**config.mk**
```make
export PLATFORM = sky130hd
export DESIGN_NAME = groupLatch
export DESIGN_NICKNAME = d
export VERILOG_FILES = /design/src/common/vecExpandPkg.sv /design/src/expand/groupLatch.sv
export SDC_FILE = /design/constraint.sdc
export NUM_CORES = 1
export LEC_CHECK = 0
export BUFFER_PORTS_ARGS = -buffer_cell sky130_fd_sc_hd__buf_2
export CORE_AREA = 4 4 250 252
export CTS_BUF_LIST = sky130_fd_sc_hd__clkbuf_2
export DETAILED_ROUTE_END_ITERATION = 8
export DIE_AREA = 0 0 254 256
export PLACE_DENSITY_LB_ADDON = 0.05
export SETUP_SLACK_MARGIN = 0.15
export SLEW_MARGIN = 20
export SYNTH_ARGS = -nofsm -noshare
export SYNTH_HDL_FRONTEND = slang
export SYNTH_SLANG_ARGS = --single-unit
```
**constraint.sdc**
```tcl
create_clock -name clk -period 9.1 [get_ports clk]
set_input_delay 0.91 -clock clk [delete_from_list [all_inputs] [get_ports clk]]
set_output_delay 0.91 -clock clk [all_outputs]
set_load 0.02 [all_outputs]
```
**src/common/vecExpandPkg.sv**
```systemverilog
`default_nettype none

// ============================================================
// Shared types for the vector expansion stage
// ============================================================

package vecExpandPkg;

	// Most elements a single vector instruction can be split into
	localparam int MAX_ELEMS = 8;

	// Architectural register number as seen by decode
	typedef logic [5:0] archReg_t;

	// Element index inside one vector register group
	typedef logic [2:0] elemIdx_t;

	// Architectural register followed by the element index
	typedef logic [8:0] elemReg_t;

	// Program counter of an instruction in the fetch group
	typedef logic [31:0] pcAddr_t;

	// Microcode address, tagged with the slot number per micro-op
	typedef logic [11:0] mcAddr_t;

	// Vector length as delivered with the group, may exceed MAX_ELEMS
	typedef logic [4:0] vecLen_t;

	// Element count of one slot, 0 through MAX_ELEMS
	typedef logic [3:0] elemCnt_t;

	// Micro-op count of a whole group, enough for four full slots
	typedef logic [5:0] uopCnt_t;

	// ============================================================
	// Instruction side
	// ============================================================

	// A register field and the flag that marks it as a vector register
	typedef struct packed {
		logic     isVec;
		archReg_t regNum;
	} regSpec_t;

	// Decoded instruction as it leaves the decoder
	typedef struct packed {
		logic [15:0] opcode;
		regSpec_t    rt;
		regSpec_t    ra;
		regSpec_t    rb;
		regSpec_t    rc;
	} exInstr_t;

	// ============================================================
	// Micro-op side
	// ============================================================

	// Expanded register field, the flag travels along for rename
	typedef struct packed {
		logic     isVec;
		elemReg_t elemReg;
	} microReg_t;

	// One issued micro-op
	typedef struct packed {
		logic [15:0] opcode;
		microReg_t   rt;
		microReg_t   ra;
		microReg_t   rb;
		microReg_t   rc;
		elemIdx_t    elemIdx;
		pcAddr_t     pc;
		mcAddr_t     mip;
	} microOp_t;

endpackage

`default_nettype wire

```
**src/expand/groupLatch.sv**
```systemverilog
`timescale 1ns/1ns
`default_nettype none

module groupLatch #(
	parameter int SLOTS = 4
) (
	input  logic                                 clk,
	input  logic                                 rst,
	input  logic                                 groupValid,
	input  vecExpandPkg::vecLen_t                vl,
	input  vecExpandPkg::mcAddr_t                mip,
	input  vecExpandPkg::pcAddr_t  [SLOTS-1:0]   pcs,
	input  vecExpandPkg::exInstr_t [SLOTS-1:0]   instrs,
	input  logic                                 doneStrobe,
	output logic                                 latchValid,
	output vecExpandPkg::elemCnt_t               latVl,
	output vecExpandPkg::mcAddr_t                latMip,
	output vecExpandPkg::pcAddr_t  [SLOTS-1:0]   latPcs,
	output vecExpandPkg::exInstr_t [SLOTS-1:0]   latInstrs,
	output logic                                 inFlight
);
	import vecExpandPkg::*;

	logic     accept;
	elemCnt_t clampedVl;

	// A new group is only taken while nothing is in flight
	assign accept = groupValid && !inFlight;

	// Lengths beyond the element limit saturate, zero stays zero
	assign clampedVl = (vl > vecLen_t'(MAX_ELEMS)) ? elemCnt_t'(MAX_ELEMS) : elemCnt_t'(vl);

	// ============================================================
	// Control state
	// ============================================================

	always_ff @(posedge clk) begin
		if (rst) begin
			inFlight   <= 1'b0;
			latchValid <= 1'b0;
		end else begin
			latchValid <= accept;
			// The issue side releases the group with its last micro-op
			if (accept)
				inFlight <= 1'b1;
			else if (doneStrobe)
				inFlight <= 1'b0;
		end
	end

	// Group payload, held until the next accepted strobe
	always_ff @(posedge clk) begin
		if (accept) begin
			latVl     <= clampedVl;
			latMip    <= mip;
			latPcs    <= pcs;
			latInstrs <= instrs;
		end
	end

	// The stage has no queue, a strobe during a group would be lost
	noStrobeWhileBusy: assert property (@(posedge clk) disable iff (rst)
		groupValid |-> !inFlight)
		else $error("groupLatch: group strobed while a group is in flight");

endmodule

`default_nettype wire

```
==> impl_metrics.tcl, run 1 <==
set metrics [dict create \
    status "finished, final reports clean" \
    area_delta_synth_final_pct 85.75 \
    final-seq-area_um2 9649 \
    track_usage 0.1165 \
    number_of_antenna_violations_at_the_first_check_in_global_routing 7 \
    globalplace.congestion 0.7278 \
    multiInputGateArea_um2 57.56 \
    grt-ovfl-total 0 \
    post_synth_and_or_nand_nor_area_fraction 0.005023 \
    clkSlewWorstSetupHoldPaths_ns 0.10 \
    fillers 6355 \
    setup_total_negative_slack_ns 0 \
    powerDensity_nw_per_um2 183.1 \
    p_int_mw 2.387 \
    preCtsSetupSlack_ns 6.080 \
    critical_path.top_delay_family "flip-flops" \
    worstReg2RegStart "inFlight" \
    core_area_um2 60130 \
    maximum_number_of_pins_on_one_net_before_global_route_repair 148 \
    first_pass_iters 4 \
    crit_fanout 1 \
    setup_ws_ns 6.565 \
    fin_skew_ns 0.05893 \
    synth.yosys.warnings 0 \
    synth.top_cell.area_share 0.9892 \
    synth-compound-area-share 0.0009016 \
    endpoint_kind "output port" \
    final_util 0.3001 \
    netlist.top_cell.by_area "sky130_fd_sc_hd__edfxtp_1" \
    synthDistinctLibCells 9 \
    worst_ep_arrival_time_ns 1.63 \
    finalMaxSlewViolations 0 \
    fraction_of_final_layout_cells_with_drive_strength_greater_than_1 0.5395 \
    nets 1724 \
    postSynthRegisterBits 322 \
    swShare 0.2776 \
    worst_ep_required_time_ns 8.19 \
    cp_slowest_stage_delay_ns 0.43 \
    source_to_sink_clock_delay_at_the_later_pin_of_the_worst_skew_pair_ns 1.01 \
    effective_utilization_at_floorplan 0.1615 \
    r2r_slack_ns 6.73 \
    report.final.setup_viol 0 \
    netlist_top_cells_area "sky130_fd_sc_hd__edfxtp_1 99%, sky130_fd_sc_hd__dfxtp_1 0.41%, sky130_fd_sc_hd__and2_1 0.19%" \
    die_w_um 254 \
    holdCritStartpoint "vl[4]" \
    clock_tree.htree_level_count 3 \
    timing.final.hold_violations 0 \
    critical_path_buf_inv_count 1 \
    grt_setup_unrepaired "false" \
    ant_nets 0 \
    startpoint_type "flip-flop" \
    max_freq_mhz 394.4 \
    crit_chain "buf_2" \
    tritoncts_sink_count 322 \
    synth.avg_cell_area_um2 29.26 \
    drtIter0Drc 167 \
    cts_inserted_buffers 95 \
    power_switching_mw 0.9169 \
    dieHeight_um 256 \
    tightestPinTransition_ns 0.9432 \
    timing_worst_setup_path_type "reg2out" \
    final_min_period_over_clock_period 0.2786 \
    worst_ir_drop_vdd_mv 0.1001 \
    combinational_family_with_the_most_area_after_synthesis "simple AND/OR/NAND/NOR gates" \
    proportion_of_synthesized_area_in_mux_cells 0 \
    numPortBuffers 646 \
    clock_tree_root_driver_cell "sky130_fd_sc_hd__clkbuf_2" \
    placement_rows 90 \
    dpl.hpwl_um 29290 \
    logic_pwr_share 0.134 \
    detail_route.vias_per_cell 3.345 \
    worstHoldPathCells 3 \
    postSynthNetCount 657 \
    regToRegEndpoint "latInstrs[166]" \
    fin_crit_ns 2.535 \
    synth_xor_area_frac 0 \
    design.die.area_um2 65020 \
    timing.hold.worst_endpoint "latVl[3]" \
    synth-seq-area-share 0.9933 \
    worstSetupStartpoint "latInstrs[130]" \
    worst_path_max_delay_cell "sky130_fd_sc_hd__edfxtp_1" \
    slew-limit-headroom 0.3712 \
    tritoncts "yes" \
    number_of_primary_i_o_pins 647 \
    drv_cap 0 \
    dr_total_vias 7536 \
    routed_wl_um 39580 \
    sequential_share_of_power 0.532 \
    yosys.area_share.adder 0 \
    hold_path.class "in2reg" \
    global_route_wire_length_before_repair_um 55140 \
    clockPowerShare 0.333 \
    route.detailed.drc 0 \
    clock_tree.buffer_depth 3 \
    post_synth_instance_area_um2 9714 \
    vias_in_the_first_global_route 8582 \
    drt-wirelength-per-cell_um 17.57 \
    postSynthCellCount 332 \
    cellLeakagePower_nw 7.663 \
    worst-r2r-cell-count 3 \
]
-- synth_stat cells --
cell                       instances
sky130_fd_sc_hd__nor2_1            1
sky130_fd_sc_hd__and2_1            3
sky130_fd_sc_hd__a21oi_2           1
sky130_fd_sc_hd__inv_1             2
sky130_fd_sc_hd__nand2b_4          1
sky130_fd_sc_hd__nor2_2            1
sky130_fd_sc_hd__edfxtp_1        320
sky130_fd_sc_hd__nand2b_1          1
sky130_fd_sc_hd__dfxtp_1           2
-- cell usage in the layout (no fill, tap or decap) --
cell / count
sky130_fd_sc_hd__a21oi_2: 1
sky130_fd_sc_hd__and2_1: 3
sky130_fd_sc_hd__buf_12: 1
sky130_fd_sc_hd__buf_2: 646
sky130_fd_sc_hd__buf_4: 1
sky130_fd_sc_hd__bufinv_16: 2
sky130_fd_sc_hd__clkbuf_2: 133
sky130_fd_sc_hd__clkinv_1: 26
sky130_fd_sc_hd__clkinv_2: 2
sky130_fd_sc_hd__clkinv_4: 1
sky130_fd_sc_hd__clkinvlp_4: 1
sky130_fd_sc_hd__dfxtp_1: 2
sky130_fd_sc_hd__diode_2: 3
sky130_fd_sc_hd__dlygate4sd3_1: 322
sky130_fd_sc_hd__edfxtp_1: 320
sky130_fd_sc_hd__inv_1: 1
sky130_fd_sc_hd__inv_2: 1
sky130_fd_sc_hd__inv_8: 1
sky130_fd_sc_hd__nand2b_1: 1
sky130_fd_sc_hd__nand2b_4: 1
sky130_fd_sc_hd__nor2_1: 1
sky130_fd_sc_hd__nor2_2: 1
-- state kept, by name (all words and copies together), names as in the netlist --
signal / cells
latVl: 4
latMip: 12
latchValid: 1
latInstrs: 176
latPcs: 128
inFlight: 1
-- power by group through the flow --
| stage | Clock [mW] | Sequential (mW) | Combinational, mW |
|---|---|---|---|
| after floorplan | 0 | 1.94 | 0.0301 |
| after global placement | 0 | 1.79 | 0.340 |
| after detailed placement | 0 | 1.79 | 0.337 |
| after CTS | 1.20 | 1.76 | 0.458 |
| after global routing | 1.29 | 1.77 | 0.475 |
| final | 1.10 | 1.76 | 0.444 |
-- cells by family after synthesis --
family,Yosys count
AO/OA/AOI/OAI,1
buffers and inverters,2
flip-flops,322
AND/OR/NAND/NOR,7
-- what timing repair did --
| action | in CTS | in global routing |
|---|---|---|
| hold buffers | 322 | 0 |
| resized for setup | 0 | 0 |
| setup buffers | 0 | 0 |
| hold endpoints to repair | 321 | 0 |
-- final cells by class --
type,count,area share
sequential,322,0.5347
inverter,2,0.0008321
clock inverter,33,0.01040
tap,782,0.05422
antenna,3,0.0004160
multi-input combinational,8,0.003190
timing repair buffer,970,0.3593
clock buffer,133,0.03689
-- layer usage --
layer / track usage / wire length (um) / vias up
li1: - / - / 3553
met1: 0.1063 / 12750 / 3539
met2: 0.2181 / 21610 / 375
met3: 0.05172 / 4045 / 69
met4: 0.05456 / 1169 / 0
met5: 0 / 0 / -
-- stage by stage --
stage                     std cells  instance area (um^2)  power (mW)  hold WS, ns
after floorplan                 332                  9714       1.967       0.5669
after global placement         1762                 13960       2.132       0.4852
after detailed placement       1762                 13960       2.131       0.4897
after CTS                      2250                 18040       3.419     0.009561
after global routing           2252                 18040       3.530       0.1119
final                          2253                 18040       3.304       0.2877
-- worst max-delay path by stage --
stage | endpoint | slack, ns | depth (start not counted)
final | latInstrs[130] | 6.56 | 1
after global routing | latInstrs[130] | 6.31 | 1
after CTS | latInstrs[130] | 6.27 | 1
after detailed placement | latInstrs[4] | 6.08 | 4
after global placement | latPcs[98] | 6.07 | 4
after floorplan | latInstrs[0] | 1.29 | 2
No activity file was read; power rests on OpenSTA's default activity.
==> run 2, diff against run 1 <==
--- a/config.mk
+++ b/config.mk
@@ -6,10 +6,10 @@
 export NUM_CORES = 1
 export LEC_CHECK = 0
 export BUFFER_PORTS_ARGS = -buffer_cell sky130_fd_sc_hd__buf_2
-export CORE_AREA = 4 4 250 252
+export CORE_AREA = 4 4 251 253
 export CTS_BUF_LIST = sky130_fd_sc_hd__clkbuf_2
 export DETAILED_ROUTE_END_ITERATION = 8
-export DIE_AREA = 0 0 254 256
+export DIE_AREA = 0 0 255 257
 export PLACE_DENSITY_LB_ADDON = 0.05
 export SETUP_SLACK_MARGIN = 0.15
 export SLEW_MARGIN = 20
==> constraint.sdc (replaced) <==
create_clock -name clk -period 2.2 [get_ports clk]
set_input_delay 0.22 -clock clk [delete_from_list [all_inputs] [get_ports clk]]
set_output_delay 0.22 -clock clk [all_outputs]
set_load 0.02 [all_outputs]
==> impl_metrics.tcl, run 2 <==
set metrics [dict create \
    placement_rows 91 \
    post_synth_most_frequent_cells "320 x sky130_fd_sc_hd__edfxtp_1, 3 x sky130_fd_sc_hd__and2_1, 2 x sky130_fd_sc_hd__dfxtp_1, 2 x sky130_fd_sc_hd__inv_1" \
    stop_error "[ERROR RSZ-0060] Max buffer count reached." \
    synth.avg_cell_area_um2 29.26 \
    tritoncts_sink_count 322 \
    postSynthRegisterBits 322 \
    clock_tree_root_driver_cell "sky130_fd_sc_hd__clkbuf_2" \
    status "stopped before the end" \
    clock_tree.htree_level_count 3 \
    synth_ff_type "sky130_fd_sc_hd__edfxtp_1" \
    clock_tree.buffer_depth 3 \
    cts.hold.buffers_added 390 \
    postCtsSetupRepairBufs 0 \
    synth.top_cell.area_share 0.9892 \
    async_sr_flop_fraction 0 \
    post_synth_instance_area_um2 9714 \
    postSynthCellCount 332 \
    dieHeight_um 257 \
    stop_stage "clock tree synthesis" \
    dpl.hpwl_um 30230 \
    cts_resized 175 \
    number_of_primary_i_o_pins 647 \
    synth-seq-area-share 0.9933 \
    synth_edf_count 320 \
    netlist.top_cell.by_area "sky130_fd_sc_hd__edfxtp_1" \
    die_w_um 255 \
    synth.yosys.warnings 0 \
    synthDistinctLibCells 9 \
    post-synth-top-count-cell "sky130_fd_sc_hd__edfxtp_1" \
    numPortBuffers 646 \
    globalplace.congestion 0.7394 \
    cts_inserted_buffers 97 \
    netlist_top_cells_area "sky130_fd_sc_hd__edfxtp_1 99%, sky130_fd_sc_hd__dfxtp_1 0.41%, sky130_fd_sc_hd__and2_1 0.19%" \
    postSynthNetCount 657 \
    post_dp_cell_area_um2 14110 \
    effective_utilization_at_floorplan 0.1592 \
]
run 2: cell counts after synthesis:
Identical to the previous run, type by type.
run 2: kinds of logic after synthesis:
logic type	share of synthesized area
compound gates	0.0009018
buf+inv	0.0007731
simple gates	0.005024
flops	0.9933
run 2: metrics by stage:
stage | setup slack [ns] | hold WS [ns] | instances | setup TNS [ns]
global placement | 0.5765 | 0.3966 | 1778 | 0
detailed placement | 0.5755 | 0.3901 | 1778 | 0
floorplan | -3.497 | 0.2733 | 332 | -1119.12
==> run 3, diff against run 2 <==
--- a/config.mk
+++ b/config.mk
@@ -6,12 +6,10 @@
 export NUM_CORES = 1
 export LEC_CHECK = 0
 export BUFFER_PORTS_ARGS = -buffer_cell sky130_fd_sc_hd__buf_2
-export CORE_AREA = 4 4 251 253
-export CTS_BUF_LIST = sky130_fd_sc_hd__clkbuf_2
+export CORE_AREA = 4 4 253 255
 export DETAILED_ROUTE_END_ITERATION = 8
-export DIE_AREA = 0 0 255 257
-export PLACE_DENSITY_LB_ADDON = 0.05
-export SETUP_SLACK_MARGIN = 0.15
+export DIE_AREA = 0 0 257 259
+export PLACE_DENSITY_LB_ADDON = 0.15
 export SLEW_MARGIN = 20
 export SYNTH_ARGS = -nofsm -noshare
 export SYNTH_HDL_FRONTEND = slang
==> constraint.sdc (replaced) <==
create_clock -name clk -period 2.9 [get_ports clk]
set_input_delay 0.29 -clock clk [delete_from_list [all_inputs] [get_ports clk]]
set_output_delay 0.29 -clock clk [all_outputs]
set_load 0.02 [all_outputs]
==> impl_metrics.tcl, run 3 (synthesis results as in run 1) <==
set metrics [dict create \
    status "finished, final reports clean" \
    tritoncts_sink_count 322 \
    setup_ws_ns 1.229 \
    dr_total_vias 7286 \
    number_of_primary_i_o_pins 647 \
    dpl.hpwl_um 25920 \
    worst_ep_required_time_ns 3.08 \
    layout.cell_area.non_filler_um2 18500 \
    max_ffs_per_register 176 \
    drv_cap 0 \
    fin_skew_ns 0.01013 \
    worst_ep_arrival_time_ns 1.85 \
    grt_setup_unrepaired "false" \
    final_common_cell "sky130_fd_sc_hd__buf_2" \
    area_delta_synth_final_pct 90.46 \
    timing.hold.worst_endpoint "latInstrs[125]" \
    timing_worst_setup_path_type "in2reg" \
    worst-r2r-cell-count 4 \
    grt-ovfl-total 0 \
    dieHeight_um 259 \
    critical_path_buf_inv_count 5 \
    post_dp_cell_area_um2 14140 \
    vias_in_the_first_global_route 8198 \
    placement_rows 91 \
    core_area_um2 61600 \
    regToRegEndpoint "latPcs[108]" \
    max_freq_mhz 598.4 \
    drtIter0Drc 284 \
    number_of_antenna_violations_at_the_first_check_in_global_routing 5 \
    drt-wirelength-per-cell_um 15.59 \
    design.die.area_um2 66560 \
    cp_slowest_stage_delay_ns 0.54 \
    max_flop_register "latInstrs" \
    worstHoldPathCells 1 \
    r2r_slack_ns 1.23 \
    clockPowerShare 0.395 \
    preCtsSetupSlack_ns 1.237 \
    crit_chain "dlygate4sd3_1, buf_2, nand2b_4, clkinvlp_4, buf_12, buf_12" \
    sequential_share_of_power 0.484 \
    slew-limit-headroom 0.4971 \
    final_util 0.3004 \
    fraction_of_final_layout_cells_with_drive_strength_greater_than_1 0.5196 \
    source_to_sink_clock_delay_at_the_later_pin_of_the_worst_skew_pair_ns 0.53 \
    die_w_um 257 \
    power_switching_mw 2.665 \
    clock_tree.htree_level_count 2 \
    worst_ir_drop_vdd_mv 0.3528 \
    first_pass_iters 4 \
    endpoint_kind "flip-flop" \
    critical_path.top_delay_family "buffers and inverters" \
    logic_pwr_share 0.121 \
    numPortBuffers 646 \
    startpoint_type "primary input" \
    effective_utilization_at_floorplan 0.1577 \
    maximum_number_of_pins_on_one_net_before_global_route_repair 114 \
    powerDensity_nw_per_um2 617.4 \
    clkSlewWorstSetupHoldPaths_ns 0.05 \
    timing.hold.ws_ns 0.02038 \
    worstReg2RegStart "inFlight" \
    timing.critical_path.mode_cell "sky130_fd_sc_hd__buf_12" \
    clock_tree.buffer_depth 3 \
    finalMaxSlewViolations 0 \
    crit_fanout 77 \
    final_min_period_over_clock_period 0.5763 \
    global_route_wire_length_before_repair_um 50070 \
    holdCritStartpoint "instrs[125]" \
    fillers 6238 \
    worst_path_max_delay_cell "sky130_fd_sc_hd__dlygate4sd3_1" \
    routed_wl_um 34540 \
    cellLeakagePower_nw 7.635 \
    power_mw 11.42 \
    biggestRegsByFlops "latInstrs (176), latPcs (128), latMip (12)" \
    swShare 0.2333 \
    p_int_mw 8.758 \
    fin_crit_ns 1.671 \
    layout.cells.most_common_list "646 x sky130_fd_sc_hd__buf_2, 320 x sky130_fd_sc_hd__edfxtp_1, 318 x sky130_fd_sc_hd__dlygate4sd3_1" \
    cts_inserted_buffers 41 \
    globalplace.congestion 0.7693 \
    route.detailed.drc 0 \
    ant_nets 0 \
    tightestPinTransition_ns 0.7543 \
    report.final.setup_viol 0 \
    hold_path.class "in2reg" \
    track_usage 0.09836 \
    detail_route.vias_per_cell 3.288 \
    nets 1677 \
    postCtsSetupRepairBufs 0 \
    timing.final.hold_violations 0 \
    tritoncts "yes" \
    clock_tree_root_driver_cell "sky130_fd_sc_hd__clkbuf_16" \
]
## run 3: through the flow
stage                     instances  setup TNS [ns]
after floorplan                 332         -895.12
after global placement         1828               0
after detailed placement       1828               0
after CTS                      2213               0
after global routing           2216               0
final                          2216               0
## run 3: worst reg2reg max path, cell delays in order, from the launching register on
cell and delay, ns:
sky130_fd_sc_hd__dfxtp_4 0.34, sky130_fd_sc_hd__nand2b_4 0.16, sky130_fd_sc_hd__clkinvlp_4 0.14, sky130_fd_sc_hd__buf_12 0.20, sky130_fd_sc_hd__buf_12 0.38
## run 3: worst max path at each step
stage	depth (start not counted)	to	startpoint	slack (ns)
finish	6	latPcs[108]	groupValid	1.23
global route	4	latInstrs[97]	inFlight	1.16
CTS	4	latMip[10]	inFlight	1.22
detailed placement	4	latPcs[63]	inFlight	1.24
global placement	5	latMip[10]	groupValid	1.25
floorplan	2	latInstrs[0]	inFlight	-2.80
## run 3: final cells by class
| class | count | area [um^2] | area share |
|---|---|---|---|
| inverters | 2 | 11.26 | 0.0006086 |
| clock buffers | 49 | 1056 | 0.05708 |
| well taps | 837 | 1047 | 0.05660 |
| repair buffers | 977 | 6551 | 0.3541 |
| clock inverters | 18 | 117.6 | 0.006357 |
| multi-input cells | 8 | 57.56 | 0.003111 |
| flip-flops and latches | 322 | 9653 | 0.5217 |
| diodes | 3 | 7.507 | 0.0004058 |
## run 3: repair_timing
item / in CTS / in global routing
hold endpoints to repair: 317 / 0
hold buffers: 318 / 0
gates resized for setup: 0 / 0
## run 3: layer usage
metal  global-route usage  wire [um]  vias to the layer above
li1                     -          -                     3399
met2               0.1839      18570                      366
met5                    0         13                        -
met4              0.03713       1089                        2
met3              0.03561       2974                       67
met1               0.1002      11890                     3452
## run 3: power by group through the flow
stage | combinational, mW | clock (mW) | sequential [mW]
finish | 1.38 | 4.51 | 5.53
global placement | 1.06 | 0 | 5.63
global route | 1.48 | 4.94 | 5.55
CTS | 1.41 | 4.75 | 5.54
floorplan | 0.0954 | 0 | 6.05
detailed placement | 1.06 | 0 | 5.63
